<file path="src/rtl/uart_pkg.sv">
package uart_pkg;

    // character format, 8N1 only
    localparam int DATA_W = 8;                  // bits per character
    localparam int BIT_IDX_W = $clog2(DATA_W);  // width of the data bit index

    // index of the last data bit, sized to match the bit counters in both engines
    localparam logic [BIT_IDX_W-1:0] LAST_BIT = BIT_IDX_W'(DATA_W - 1);

    // byte queues
    localparam int FIFO_DEPTH = 16;  // entries per direction
    localparam int FIFO_AW = 4;      // pointer width, count is one bit wider

    // count value at which a queue reports full
    localparam logic [FIFO_AW:0] FIFO_FULL_CNT = (FIFO_AW + 1)'(FIFO_DEPTH);

    // runtime baud divisor, clock cycles per bit
    localparam int DIV_W = 16;

    // transmit serializer
    typedef enum logic [1:0] {
        TX_IDLE,   // line high, waiting for a queued byte
        TX_START,  // start bit, line low
        TX_DATA,   // data bits, lsb first
        TX_STOP    // stop bit, line high
    } tx_state_t;

    // receive deserializer
    typedef enum logic [1:0] {
        RX_IDLE,   // watching for a falling edge
        RX_START,  // start bit, re-checked at mid-bit
        RX_DATA,   // sampling data bits at mid-bit
        RX_STOP    // stop bit sample decides push or framing error
    } rx_state_t;

endpackage

</file>
<file path="src/rtl/baud_if.sv">
interface baud_if;

    logic [uart_pkg::DIV_W-1:0] baud_div;  // cycles per bit, from the top
    logic                       restart;   // engine holds the timer at zero while high
    logic                       tick_mid;  // one-cycle pulse at the middle of a bit
    logic                       tick_end;  // one-cycle pulse on the last cycle of a bit

    modport timer (
        input  baud_div,
        input  restart,
        output tick_mid,
        output tick_end
    );

    modport engine (
        input  baud_div,
        output restart,
        input  tick_mid,
        input  tick_end
    );

endinterface

</file>
<file path="src/rtl/baud_timer.sv">
module baud_timer (
    input  logic clk,
    input  logic rst_n,
    baud_if.timer bif
);

    logic [uart_pkg::DIV_W-1:0] count;     // position inside the current bit
    logic [uart_pkg::DIV_W-1:0] mid_point; // half of the divisor
    logic [uart_pkg::DIV_W-1:0] last_cnt;  // divisor minus one
    logic                       at_last;

    assign mid_point = bif.baud_div >> 1;
    assign last_cnt = bif.baud_div - 1'b1;
    assign at_last = (count == last_cnt);

    // count runs 0 .. baud_div-1 and wraps, held at zero during restart
    always_ff @(posedge clk) begin
        if (!rst_n) begin
            count <= '0;
        end else if (bif.restart) begin
            count <= '0; // engine idle, keep phase aligned for the next bit
        end else if (at_last) begin
            count <= '0;
        end else begin
            count <= count + 1'b1;
        end
    end

    // ticks are decoded from the count, both suppressed while held
    assign bif.tick_mid = !bif.restart && (count == mid_point);
    assign bif.tick_end = !bif.restart && at_last;

endmodule

</file>
<file path="src/rtl/byte_fifo.sv">
module byte_fifo (
    input  logic                        clk,
    input  logic                        rst_n,
    input  logic                        push,
    input  logic [uart_pkg::DATA_W-1:0] wr_data,
    input  logic                        pop,
    output logic [uart_pkg::DATA_W-1:0] rd_data,
    output logic                        full,
    output logic                        empty
);

    logic [uart_pkg::DATA_W-1:0] mem [uart_pkg::FIFO_DEPTH];

    logic [uart_pkg::FIFO_AW-1:0] wr_ptr;
    logic [uart_pkg::FIFO_AW-1:0] rd_ptr;
    logic [uart_pkg::FIFO_AW:0]   count;   // one bit wider so full is distinct from empty

    logic do_push;
    logic do_pop;

    assign full = (count == uart_pkg::FIFO_FULL_CNT);
    assign empty = (count == '0);

    // blocked requests are simply dropped
    assign do_push = push && !full;
    assign do_pop = pop && !empty;

    // head entry read straight out of the array
    assign rd_data = mem[rd_ptr];

    // storage array
    always_ff @(posedge clk) begin
        if (do_push) begin
            mem[wr_ptr] <= wr_data;
        end
    end

    always_ff @(posedge clk) begin
        if (!rst_n) begin
            wr_ptr <= '0;
            rd_ptr <= '0;
            count <= '0;
        end else begin
            if (do_push) begin
                wr_ptr <= wr_ptr + 1'b1;  // pointers wrap at the depth
            end
            if (do_pop) begin
                rd_ptr <= rd_ptr + 1'b1;
            end
            case ({do_push, do_pop})
                2'b10:   count <= count + 1'b1;
                2'b01:   count <= count - 1'b1;
                default: count <= count;      // both or neither, level unchanged
            endcase
        end
    end

endmodule

</file>
<file path="src/rtl/uart_tx_fsm.sv">
module uart_tx_fsm (
    input  logic                        clk,
    input  logic                        rst_n,
    input  logic                        empty,
    input  logic [uart_pkg::DATA_W-1:0] rd_data,
    output logic                        pop,
    output logic                        tx_pin,
    baud_if.engine bif
);

    uart_pkg::tx_state_t state;

    logic [uart_pkg::DATA_W-1:0]    shift_q;  // byte being sent, lsb goes out first
    logic [uart_pkg::BIT_IDX_W-1:0] bit_idx;  // data bit currently on the line

    // take a byte only between frames
    assign pop = (state == uart_pkg::TX_IDLE) && !empty;

    // bit timer runs for the whole frame, held while idle
    assign bif.restart = (state == uart_pkg::TX_IDLE);

    always_ff @(posedge clk) begin
        if (!rst_n) begin
            state <= uart_pkg::TX_IDLE;
            bit_idx <= '0;
        end else begin
            case (state)
                uart_pkg::TX_IDLE: begin
                    bit_idx <= '0;
                    if (pop) begin
                        state <= uart_pkg::TX_START;  // line drops on the next cycle
                    end
                end
                uart_pkg::TX_START: begin
                    if (bif.tick_end) begin
                        state <= uart_pkg::TX_DATA;
                    end
                end
                uart_pkg::TX_DATA: begin
                    if (bif.tick_end) begin
                        if (bit_idx == uart_pkg::LAST_BIT) begin
                            state <= uart_pkg::TX_STOP;
                        end else begin
                            bit_idx <= bit_idx + 1'b1;
                        end
                    end
                end
                uart_pkg::TX_STOP: begin
                    // back to idle, a waiting byte is popped right away
                    if (bif.tick_end) begin
                        state <= uart_pkg::TX_IDLE;
                    end
                end
                default: state <= uart_pkg::TX_IDLE;
            endcase
        end
    end

    // shift register, loaded on pop and shifted after each data bit
    always_ff @(posedge clk) begin
        if (pop) begin
            shift_q <= rd_data;
        end else if (state == uart_pkg::TX_DATA && bif.tick_end) begin
            shift_q <= shift_q >> 1;
        end
    end

    // line level decoded from the state
    always_comb begin
        case (state)
            uart_pkg::TX_START: tx_pin = 1'b0;        // start bit
            uart_pkg::TX_DATA:  tx_pin = shift_q[0];
            default:            tx_pin = 1'b1;        // idle and stop are marking
        endcase
    end

endmodule

</file>
<file path="src/rtl/uart_rx_fsm.sv">
module uart_rx_fsm (
    input  logic                        clk,
    input  logic                        rst_n,
    input  logic                        rx_pin,
    output logic                        push,
    output logic [uart_pkg::DATA_W-1:0] wr_data,
    output logic                        frame_error,
    baud_if.engine bif
);

    uart_pkg::rx_state_t state;

    logic [1:0] rx_sync;  // two-flop synchronizer, [1] is the safe copy
    logic       rx_s;     // synchronized line
    logic       rx_prev;  // previous synchronized level for edge detect
    logic       fall;

    logic [uart_pkg::DATA_W-1:0]    shift_q;  // bits arrive lsb first from the top end
    logic [uart_pkg::BIT_IDX_W-1:0] bit_idx;

    assign rx_s = rx_sync[1];
    assign fall = rx_prev && !rx_s;

    // line idles high, so reset the synchronizer to marking
    always_ff @(posedge clk) begin
        if (!rst_n) begin
            rx_sync <= 2'b11;
            rx_prev <= 1'b1;
        end else begin
            rx_sync <= {rx_sync[0], rx_pin};
            rx_prev <= rx_s;
        end
    end

    // timer released only once a start edge was seen
    assign bif.restart = (state == uart_pkg::RX_IDLE);

    always_ff @(posedge clk) begin
        if (!rst_n) begin
            state <= uart_pkg::RX_IDLE;
            bit_idx <= '0;
        end else begin
            case (state)
                uart_pkg::RX_IDLE: begin
                    bit_idx <= '0;
                    if (fall) begin
                        state <= uart_pkg::RX_START;  // bit period starts from the edge
                    end
                end
                uart_pkg::RX_START: begin
                    if (bif.tick_mid && rx_s) begin
                        state <= uart_pkg::RX_IDLE;  // high at mid-bit, only a glitch
                    end else if (bif.tick_end) begin
                        state <= uart_pkg::RX_DATA;
                    end
                end
                uart_pkg::RX_DATA: begin
                    if (bif.tick_end) begin
                        if (bit_idx == uart_pkg::LAST_BIT) begin
                            state <= uart_pkg::RX_STOP;
                        end else begin
                            bit_idx <= bit_idx + 1'b1;
                        end
                    end
                end
                uart_pkg::RX_STOP: begin
                    // leave at mid stop so the next start edge is not missed
                    if (bif.tick_mid) begin
                        state <= uart_pkg::RX_IDLE;
                    end
                end
                default: state <= uart_pkg::RX_IDLE;
            endcase
        end
    end

    // deserializer, sample each data bit at mid-bit
    always_ff @(posedge clk) begin
        if (state == uart_pkg::RX_DATA && bif.tick_mid) begin
            shift_q <= {rx_s, shift_q[uart_pkg::DATA_W-1:1]};
        end
    end

    assign wr_data = shift_q;

    // stop sample decides the outcome, both are single-cycle pulses
    assign push = (state == uart_pkg::RX_STOP) && bif.tick_mid && rx_s;
    assign frame_error = (state == uart_pkg::RX_STOP) && bif.tick_mid && !rx_s;

endmodule

</file>
<file path="src/rtl/uart_top.sv">
module uart_top (
    input  logic                        clk,
    input  logic                        rst_n,
    input  logic [uart_pkg::DIV_W-1:0]  baud_div,        // cycles per bit, at least 4
    input  logic                        tx_write,        // single-cycle write strobe
    input  logic [uart_pkg::DATA_W-1:0] tx_data,
    output logic                        tx_pin,
    output logic                        tx_full,
    output logic                        tx_empty,
    input  logic                        rx_pin,
    input  logic                        rx_read,         // pops the head when not empty
    output logic                        rx_ready,
    output logic [uart_pkg::DATA_W-1:0] rx_data,
    output logic                        rx_frame_error,  // sticky
    output logic                        rx_overrun,      // sticky
    input  logic                        status_clear
);

    logic                        tx_pop;
    logic [uart_pkg::DATA_W-1:0] tx_head;

    logic                        rx_push;      // from the receive engine
    logic [uart_pkg::DATA_W-1:0] rx_byte;
    logic                        rx_push_ok;   // push gated with not-full
    logic                        rx_full;
    logic                        rx_empty;
    logic                        rx_frame_bad;

    baud_if tx_bif ();
    baud_if rx_bif ();

    // both timers run off the same runtime divisor
    assign tx_bif.baud_div = baud_div;
    assign rx_bif.baud_div = baud_div;

    byte_fifo u_tx_fifo (
        .clk     (clk),
        .rst_n   (rst_n),
        .push    (tx_write),   // dropped inside the queue when full
        .wr_data (tx_data),
        .pop     (tx_pop),
        .rd_data (tx_head),
        .full    (tx_full),
        .empty   (tx_empty)
    );

    baud_timer u_tx_timer (
        .clk   (clk),
        .rst_n (rst_n),
        .bif   (tx_bif)
    );

    uart_tx_fsm u_tx_fsm (
        .clk     (clk),
        .rst_n   (rst_n),
        .empty   (tx_empty),
        .rd_data (tx_head),
        .pop     (tx_pop),
        .tx_pin  (tx_pin),
        .bif     (tx_bif)
    );

    // separate timer, its phase follows the received start edge
    baud_timer u_rx_timer (
        .clk   (clk),
        .rst_n (rst_n),
        .bif   (rx_bif)
    );

    uart_rx_fsm u_rx_fsm (
        .clk         (clk),
        .rst_n       (rst_n),
        .rx_pin      (rx_pin),
        .push        (rx_push),
        .wr_data     (rx_byte),
        .frame_error (rx_frame_bad),
        .bif         (rx_bif)
    );

    assign rx_push_ok = rx_push && !rx_full;

    byte_fifo u_rx_fifo (
        .clk     (clk),
        .rst_n   (rst_n),
        .push    (rx_push_ok),
        .wr_data (rx_byte),
        .pop     (rx_read),
        .rd_data (rx_data),
        .full    (rx_full),
        .empty   (rx_empty)
    );

    assign rx_ready = !rx_empty;

    // sticky flags, a new event in the clear cycle still sets the flag
    always_ff @(posedge clk) begin
        if (!rst_n) begin
            rx_frame_error <= 1'b0;
            rx_overrun <= 1'b0;
        end else begin
            rx_frame_error <= rx_frame_bad || (rx_frame_error && !status_clear);
            rx_overrun <= (rx_push && rx_full) || (rx_overrun && !status_clear);
        end
    end

endmodule

</file>
<file path="config.mk">
export PLATFORM = sky130hd
export DESIGN_NAME = uart_top
export DESIGN_NICKNAME = d
export VERILOG_FILES = /design/src/rtl/uart_pkg.sv /design/src/rtl/baud_if.sv /design/src/rtl/baud_timer.sv /design/src/rtl/byte_fifo.sv /design/src/rtl/uart_tx_fsm.sv /design/src/rtl/uart_rx_fsm.sv /design/src/rtl/uart_top.sv
export SDC_FILE = /design/constraint.sdc
export NUM_CORES = 1
export LEC_CHECK = 0
export BUFFER_PORTS_ARGS = -buffer_cell sky130_fd_sc_hd__buf_2
export CORE_MARGIN = 3
export CORE_UTILIZATION = 44
export DETAILED_ROUTE_END_ITERATION = 16
export PLACE_DENSITY = 0.59
export SLEW_MARGIN = 20
export SYNTH_ARGS = -nofsm -noshare
export SYNTH_HDL_FRONTEND = slang
export SYNTH_HIERARCHICAL = 1
export SYNTH_SLANG_ARGS = --single-unit
</file>
<file path="constraint.sdc">
create_clock -name clk -period 4 [get_ports clk]
set_input_delay 0.6 -clock clk [delete_from_list [all_inputs] [get_ports clk]]
set_output_delay 0.6 -clock clk [all_outputs]
set_load 0.02 [all_outputs]
</file>
==> results of run 1 <==
## state kept, by name, indices dropped and copies added (netlist names), 3 cells and up, named ones only
| name | count |
|---|---|
| u_rx_fifo/count | 5 |
| u_rx_fifo/mem | 128 |
| u_rx_fifo/rd_ptr | 4 |
| u_rx_fifo/wr_ptr | 4 |
| u_rx_fsm/bit_idx | 3 |
| u_rx_fsm/wr_data | 8 |
| u_rx_timer/count | 16 |
| u_tx_fifo/count | 5 |
| u_tx_fifo/mem | 128 |
| u_tx_fifo/rd_ptr | 4 |
| u_tx_fifo/wr_ptr | 4 |
| u_tx_fsm/bit_idx | 3 |
| u_tx_fsm/shift_q | 8 |
| u_tx_timer/count | 16 |
## cell usage in the layout, fill, tap and decap left out, types with 29 or more instances in the layout
cell type	count
ha_1	29
dfxtp_1	79
clkbuf_16	39
edfxtp_1	272
a22oi_1	32
xor2_1	39
nand2_1	54
xnor2_1	55
nor2_1	64
mux4_2	64
buf_2	43
buf_4	40
nor3_1	46
## per-stage QoR
step	total power [uW]	cells
floorplan	5408	1110
global placement	5682	1571
detailed placement	5703	1571
CTS	9139	1640
global route	9431	1640
finish	8994	1640
## critical path: stages (launching register included)
cell     delay (ns)
dfxtp_1        0.48
xor2_1         0.11
nor4_1         0.30
nand4_1        0.16
nor3_1         0.37
nand3_1        0.15
nor2_1         0.14
nor2b_1        0.19
o21a_1         0.17
inv_2          0.03
ha_1           0.32
xor2_1         0.19
ha_1           0.23
o31ai_1        0.34
o21a_1         0.18
nand4_1        0.09
## power by group through the flow
stage | Clock, uW | Sequential (uW) | Combinational [uW]
after floorplan | 0 | 4230 | 1180
after CTS | 3510 | 4240 | 1390
after detailed placement | 0 | 4320 | 1380
final | 3390 | 4240 | 1370
after global placement | 0 | 4320 | 1370
after global routing | 3650 | 4260 | 1510
## metal layers
| layer | routed length (um) | track usage (%) |
|---|---|---|
| met1 | 14880 | 23.51 |
| met2 | 15950 | 28.84 |
| met3 | 1008 | 2.513 |
| met4 | 687 | 4.991 |
| met5 | 0 | 0 |
## path summary, 6_finish.rpt
| path | to | slack [ns] | start |
|---|---|---|---|
| worst max-delay path | u_rx_fifo/count[4]$_SDFFE_PN0P_ | 0.43 | u_rx_timer/count[9]$_SDFF_PP0_ |
| worst min-delay path | u_rx_fsm/rx_sync[0]$_SDFF_PN1_ | 0.29 | rx_pin |
| worst max register to register | u_rx_fifo/count[4]$_SDFFE_PN0P_ | 0.43 | u_rx_timer/count[9]$_SDFF_PP0_ |
| worst min register to register | u_rx_fsm/rx_sync[1]$_SDFF_PN1_ | 0.41 | u_rx_fsm/rx_sync[0]$_SDFF_PN1_ |
## cell type report
| type | count | area share [%] |
|---|---|---|
| Clock buffer | 51 | 5.774 |
| Clock inverter | 18 | 1.086 |
| Inverter | 25 | 0.5256 |
| Multi-Input combinational cell | 647 | 31.43 |
| Sequential cell | 353 | 54.84 |
| Tap cell | 461 | 3.231 |
| Timing Repair Buffer | 85 | 3.111 |
==> run_results.csv, run 1 <==
group,metric,value,unit
finish,multi_input_area,5612,sq um
sta,drv_slew,0,
finish,layout.nets,1210,
clock_tree,numCtsBuffers,39,
clock_tree,cts_resized,0,
clock_tree,worstSkewPairLatency,0.54,ns
logic_synthesis,synth_area,15950,sq um
critical_path,crit_fanout,12,
global_route,grt_pass1_vias,9268,
flow_run,cap_violations,0,
finish,final_core_util,50.08,%
critical_path,cp_data_arrival_time,3.98,ns
route,firstDrtPassIters,5,
sta,worst_slack,0.4334,ns
global_route,antenna_found_initial,0,
route,drt_iter0_drc,637,
finish,drive_gt1_share,22.05,%
clock_tree,htreeDepth,2,
power,p_leak,0.005940,uW
critical_path,worstSetupPathType,"flip-flop to flip-flop",
finish,fillers,3038,
logic_synthesis,syn-num-nets,1169,
floorplan,placementRows,69,
place,dp_slack,0.1432,ns
finish,final_area,17850,sq um
sta,setup_violations,0,
floorplan,io_pins,44,
route,via_per_inst,5.505,
finish,ff_latch_area,9792,sq um
sta,rsz0062_at_grt,"no",
logic_synthesis,synth_cells,1110,
route,drc_errors,0,
clock_tree,cts-root-buf,"clkbuf_16",
clock_tree,cts_setup_buffers,0,
sta,fmax,280.4,MHz
sta,clock_skew,0.01900,ns
min_path,hold-path-cell-count,2,
power,power_frac_seq,47.1,%
route,wl_per_cell,19.84,um
route,vias,9029,
place,gp_congestion,0.8169,
clock_tree,clock-sinks,353,
power,p_switching,2282,uW
min_path,worstHoldPathType,"input port to flip-flop",
place,io_buffers,43,
global_route,grt_pass1_wl,51980,um
place,hpwl,21390,um
critical_path,required,4.41,ns
clock_tree,cts_max_path_buffers,3,
floorplan,die-area,38580,sq um
route,ant_nets,0,
route,wirelength,32530,um
sta,period_share,89.17,%
logic_synthesis,syn_avg_cell_area,14.37,sq um
power,ir_drop,0.3874,mV
clock_tree,path_clk_slew,0.06,ns
global_route,grt_max_degree,42,
finish,insertedDiodeCount,0,
logic_synthesis,yosysWarnings,6,
sta,final-hold-violation-count,0,
floorplan,initial_utilization,44.75,%
outcome,status,"finished, final reports clean",
floorplan,die_y,196.4,um
power,power.density,503.7,nW/um^2
power,p_comb_share,15.2,%
sta,setup_tns,0,ns
power,p_int,6712,uW
clock_tree,hold_buffers,0,
critical_path,cp-start-kind,"flip-flop",
sta,worstMarginPinSlew,0.8973,ns
clock_tree,cts_tree,"built",
sta,whs,0.2902,ns
sta,post-route-min-period,3.567,ns
place,dpl-instance-area,16630,sq um
global_route,overflow,0,
power,swShare,25.38,%
floorplan,core_region_area,35660,sq um
critical_path,end_kind,"flip-flop",
global_route,gr-usage-all-layers,17.17,%
sta,slew_headroom,40.18,%
power,p_clk_share,37.7,%
floorplan,chipWidth,196.4,um
finish,areaGrowthSynthToFinish,11.91,%
critical_path,reg2regPathDepth,15,
Note: power is estimated with default switching activity, not from simulation.
==> run 2: changes to the inputs <==
--- a/config.mk
+++ b/config.mk
@@ -5,6 +5,7 @@
 export SDC_FILE = /design/constraint.sdc
 export NUM_CORES = 1
 export LEC_CHECK = 0
+export ABC_AREA = 1
 export BUFFER_PORTS_ARGS = -buffer_cell sky130_fd_sc_hd__buf_2
 export CORE_MARGIN = 3
 export CORE_UTILIZATION = 44
==> run 2 against run 1 <==
Compared with the run above:
- total power increased by 17%
- sequential power up 4%
- hold slack got worse by 0.00093 ns
- utilization up 0.35 points
==> run_results.csv, run 2 <==
group,metric,value,unit
critical_path,crit_family,"buffers and inverters",
critical_path,path_cells,"buf_4 -> inv_1 -> o21ai_0 -> o211ai_1 -> nand2_1 -> buf_2",
critical_path,slowest_delay,0.77,ns
finish,areaGrowthSynthToFinish,11.82,%
power,power.density,563.3,nW/um^2
power,p_leak,0.007110,uW
outcome,status,"finished, final reports clean",
sta,period_share,85.19,%
global_route,antenna_found_initial,0,
critical_path,path_buf_inv,3,
critical_path,slowest_stage,"inv_1",
clock_tree,worstSkewPairLatency,0.54,ns
power,ir_drop,0.3907,mV
critical_path,cp_data_arrival_time,2.81,ns
critical_path,required,3.40,ns
route,ant_nets,0,
route,wl_per_cell,16.25,um
clock_tree,numCtsBuffers,39,
global_route,grt_max_degree,63,
critical_path,end_kind,"output port",
sta,worstMarginPinSlew,1.011,ns
clock_tree,cts_max_path_buffers,3,
route,drt_iter0_drc,716,
clock_tree,cts_tree,"built",
critical_path,worstSetupPathType,"flip-flop to output port",
finish,layout.nets,1752,
global_route,gr-usage-all-layers,17.67,%
critical_path,cp-start-kind,"flip-flop",
finish,insertedDiodeCount,0,
sta,clock_skew,0.02130,ns
logic_synthesis,syn-num-nets,1703,
logic_synthesis,synth_cells,1644,
place,io_buffers,43,
min_path,holdCritStartpoint,"rx_pin",
critical_path,crit_fanout,33,
finish,layout_common_cells,"edfxtp_1, nand2_1, inv_1",
clock_tree,cts_resized,0,
clock_tree,path_clk_slew,0.05,ns
finish,drive_gt1_share,10.73,%
route,via_per_inst,5.079,
route,firstDrtPassIters,7,
global_route,grt_pass1_vias,10830,
sta,final-hold-violation-count,0,
floorplan,chipWidth,200.9,um
finish,mostFrequentLayoutCell,"edfxtp_1",
min_path,worstHoldPathType,"input port to flip-flop",
sta,post-route-min-period,3.408,ns
sta,setup_tns,0,ns
route,wirelength,36200,um
floorplan,placementRows,70,
logic_synthesis,yosysWarnings,6,
clock_tree,htreeDepth,2,
floorplan,core_region_area,37050,sq um
floorplan,io_pins,44,
clock_tree,cts_setup_buffers,0,
sta,slew_headroom,32.53,%
global_route,grt_pass1_wl,57930,um
flow_run,cap_violations,0,
finish,reg_top3,"u_rx_fifo/mem x128, u_tx_fifo/mem x128",
sta,rsz0062_at_grt,"no",
sta,drv_slew,0,
route,vias,11320,
clock_tree,hold_buffers,0,
sta,fmax,293.5,MHz
place,dp_slack,0.5479,ns
floorplan,die_y,200.9,um
route,drc_errors,0,
floorplan,die-area,40340,sq um
logic_synthesis,synth_area,16710,sq um
clock_tree,cts-root-buf,"clkbuf_16",
logic_synthesis,syn_avg_cell_area,10.16,sq um
floorplan,initial_utilization,45.09,%
sta,worst_slack,0.5924,ns
place,gp_congestion,0.9105,
sta,setup_violations,0,
clock_tree,clock-sinks,353,
global_route,overflow,0,
place,hpwl,24520,um
## run 2: changes by cell type in the layout (fill, tap and decap cells not counted), sizes merged, moves of 19 or more
cell | previous run | this run
a21oi | 15 | 91
a22oi | 32 | 0
buf | 85 | 57
inv | 27 | 233
mux2i | 13 | 64
mux4 | 64 | 0
nand2 | 54 | 266
nand3 | 20 | 76
nor2 | 64 | 195
nor2b | 19 | 0
nor3 | 57 | 9
o211ai | 9 | 64
o21ai | 7 | 108
xnor2 | 55 | 15
## run 2: worst paths after layout
| check | end | slack, ns | cells after the start |
|---|---|---|---|
| min | u_rx_fsm/rx_sync[0]$_SDFF_PN1_ | 0.29 | 2 |
| max reg2reg | u_rx_fifo/mem[13][5]$_DFFE_PP_ | 0.91 | 14 |
| max | rx_data[6] | 0.59 | 6 |
| min reg2reg | u_rx_fsm/rx_sync[1]$_SDFF_PN1_ | 0.42 | 1 |
## run 2: area by class of cell
class	count	area, sq um
clock buffer	49	1045
clock inverter	23	250.2
inverter	232	880.8
multi-input combinational	1010	5744
sequential	353	9797
tap	504	630.6
fill	3311	18370
timing repair buffer	57	332.8
## run 2: stage by stage
step	utilization [%]	power, uW	cells	area, sq um	hold slack [ns]
after floorplan	-	6356	1644	16710	0.3925
final	50.42	10520	2228	18680	0.2893
after global placement	46.93	6967	2156	17390	0.4083
after global routing	50.42	11120	2228	18680	0.2849
after CTS	50.42	10650	2228	18680	0.2695
after detailed placement	46.93	7015	2156	17390	0.4098
## run 2: worst reg2reg max path: stages (launching register included)
cell	delay, ns
dfxtp_1	0.45
nor2_1	0.13
nor2_1	0.14
o2111ai_1	0.12
nor3_1	0.14
nand2_1	0.07
nor2_1	0.19
nand2_1	0.10
nor2_1	0.14
inv_1	0.05
nor2_1	0.16
nand2_4	0.12
inv_1	0.16
nand2_1	0.19
nor2_1	0.55
## run 2: layer usage
metal / vias to the layer above / wire length [um] / part of all wire, % / global-route usage (%)
met4: 0 / 799 / 2.2 / 4.818
met1: 5343 / 17220 / 48 / 25.28
li1: 5668 / - / - / -
met2: 242 / 16460 / 45 / 28.18
met5: - / 0 / 0 / 0
met3: 63 / 1713 / 4.7 / 2.740
## run 2: report_power, final
group / internal (uW) / switching [uW] / leakage [uW] / total [uW]
registers: 4140 / 268 / 0.00312 / 4410
clock network: 2180 / 1410 / 0.000638 / 3590
logic: 902 / 1620 / 0.00336 / 2520
total: 7220 / 3300 / 0.00711 / 10500
==> run 3: changes to the inputs <==
==> constraint.sdc (replaced) <==
create_clock -name clk -period 4 [get_ports clk]
set_input_delay 0 -clock clk [delete_from_list [all_inputs] [get_ports clk]]
set_output_delay 0 -clock clk [all_outputs]
set_load 0.02 [all_outputs]
==> run 3 against run 2 <==
Compared with the run above:
- total power fell by 2.4%
- register-to-register slack got worse by 0.15 ns
- critical endpoint is now u_rx_fifo/mem[6][3]$_DFFE_PP_
- clock power fell by 6.7%
- maximum frequency rose by 5.2%
- first-iteration DRC count fell by 11%
- highest routed layer unchanged
- setup slack improved by 0.17 ns
==> run_results.csv, run 3 (synthesized netlist as in run 2, its figures left out) <==
group,metric,value,unit
sta,setup_tns,0,ns
sta,rsz0062_at_grt,"no",
global_route,antenna_found_initial,1,
floorplan,die-area,40340,sq um
power,power.density,549.6,nW/um^2
finish,ff_latch_area,9797,sq um
finish,multi_input_area,5744,sq um
finish,final_core_util,50.43,%
critical_path,worstSetupPathType,"flip-flop to flip-flop",
place,gp_congestion,0.8843,
clock_tree,path_clk_slew,0.06,ns
sta,final-hold-violation-count,0,
global_route,overflow,0,
finish,mostFrequentLayoutCell,"edfxtp_1",
place,dp_slack,0.8407,ns
sta,drv_slew,0,
power,ir_drop,0.4535,mV
route,wirelength,36540,um
sta,worstMarginPinSlew,1.016,ns
route,wl_per_cell,16.34,um
clock_tree,cts-root-buf,"clkbuf_16",
critical_path,required,4.14,ns
critical_path,path_cells,"o22ai_1 -> a2111oi_0 -> nand2_1 -> nor2_1 -> nand2_1 -> nor2_1 -> inv_1 -> nor2_1 -> nand2_4 -> inv_1 -> nand2_1 -> nor2_1",
finish,reg_top3,"u_rx_fifo/mem x128, u_tx_fifo/mem x128",
floorplan,initial_utilization,45.09,%
sta,period_share,80.95,%
finish,layout.nets,1760,
global_route,grt_pass1_wl,58610,um
floorplan,core_region_area,37050,sq um
global_route,grt_pass1_vias,11060,
outcome,status,"finished, final reports clean",
floorplan,placementRows,70,
route,vias,11320,
critical_path,cpMostUsedCell,"nor2_1",
clock_tree,htreeDepth,2,
sta,clock_skew,0.01545,ns
global_route,gr-usage-all-layers,17.90,%
sta,setup_violations,0,
critical_path,crit_fanout,9,
route,firstDrtPassIters,5,
route,via_per_inst,5.064,
critical_path,slowest_stage,"nor2_1",
place,hpwl,24540,um
finish,layout_common_cells,"edfxtp_1, nand2_1, inv_1",
floorplan,die_y,200.9,um
sta,fmax,308.8,MHz
finish,areaGrowthSynthToFinish,11.83,%
route,drt_iter0_drc,639,
clock_tree,worstSkewPairLatency,0.52,ns
clock_tree,cts_max_path_buffers,3,
floorplan,io_pins,44,
flow_run,cap_violations,0,
clock_tree,clock-sinks,353,
finish,fillers,3430,
critical_path,end_kind,"flip-flop",
global_route,grt_max_degree,54,
sta,post-route-min-period,3.238,ns
critical_path,slowest_delay,0.60,ns
finish,drive_gt1_share,10.34,%
clock_tree,numCtsBuffers,39,
sta,worst_slack,0.7619,ns
floorplan,chipWidth,200.9,um
route,drc_errors,0,
min_path,worstHoldPathType,"input port to flip-flop",
clock_tree,cts_tree,"built",
route,ant_nets,0,
power,p_leak,0.007075,uW
critical_path,cp-start-kind,"flip-flop",
place,io_buffers,43,
sta,slew_headroom,32.20,%
critical_path,cp_data_arrival_time,3.38,ns
## run 3: cell count changes in the layout (fill, tap and decap cells not counted)
cell,delta
clkinv_8,-1
inv_6,+1
clkinvlp_4,+5
diode_2,+1
dlygate4sd3_1,+13
clkbuf_8,-1
clkinv_1,-3
clkinv_2,-1
clkbuf_16,+1
clkbuf_1,+3
buf_4,-5
bufinv_16,-4
clkinv_4,-1
## run 3: path summary, 6_finish.rpt
path / start / to / slack, ns / cells past startpoint
max: u_rx_timer/count[10]$_SDFF_PP0_ / u_rx_fifo/mem[6][3]$_DFFE_PP_ / 0.76 / 12
min: rx_pin / u_rx_fsm/rx_sync[0]$_SDFF_PN1_ / 0.24 / 3
max reg2reg: u_rx_timer/count[10]$_SDFF_PP0_ / u_rx_fifo/mem[6][3]$_DFFE_PP_ / 0.76 / 12
min reg2reg: u_rx_fsm/rx_sync[0]$_SDFF_PN1_ / u_rx_fsm/rx_sync[1]$_SDFF_PN1_ / 0.44 / 1
## run 3: power breakdown
group	switching, uW	internal, uW
clock	1400	1950
combinational	1620	910
sequential	243	4140
total	3270	7000
## run 3: area by class of cell
class	count	area share, %
clock buffers	52	5.713
repair buffers	65	2.277
clock inverters	19	0.7233
diodes	1	0.01339
inverters	232	4.715
flip-flops and latches	353	52.44
well taps	504	3.375
multi-input cells	1010	30.75
## run 3: timing repair
item | 4_1_cts | 5_1_grt
endpoints found under the hold margin | 142 | 0
buffers inserted | 0 | 0
hold buffers | 13 | 0
gates resized for setup | 0 | 0
## run 3: worst max-delay path, delay by kind of cell, from the launching register on
kind            cells  cell delay (ns)
compound gates      2             0.53
buf+inv             2             0.22
flops               1             0.44
simple gates        8             1.66
## run 3: stage by stage
step / total power [uW] / hold slack, ns / area (sq um) / std cells
3_5_place_dp: 6994 / 0.2063 / 17350 / 2151
2_1_floorplan: 6356 / 0.06889 / 16710 / 1644
4_1_cts: 10400 / 0.2109 / 18680 / 2235
6_report: 10270 / 0.2410 / 18680 / 2236
5_1_grt: 10850 / 0.2397 / 18680 / 2236
3_3_place_gp: 6977 / 0.2116 / 17350 / 2151
## run 3: layer usage
layer / global-route usage (%) / part of all wire [%] / routed length, um
met2: 29.32 / 46 / 16900
met3: 2.805 / 4.9 / 1777
met4: 6.248 / 2.8 / 1016
met1: 24.36 / 46 / 16850
met5: 0 / 0 / 0
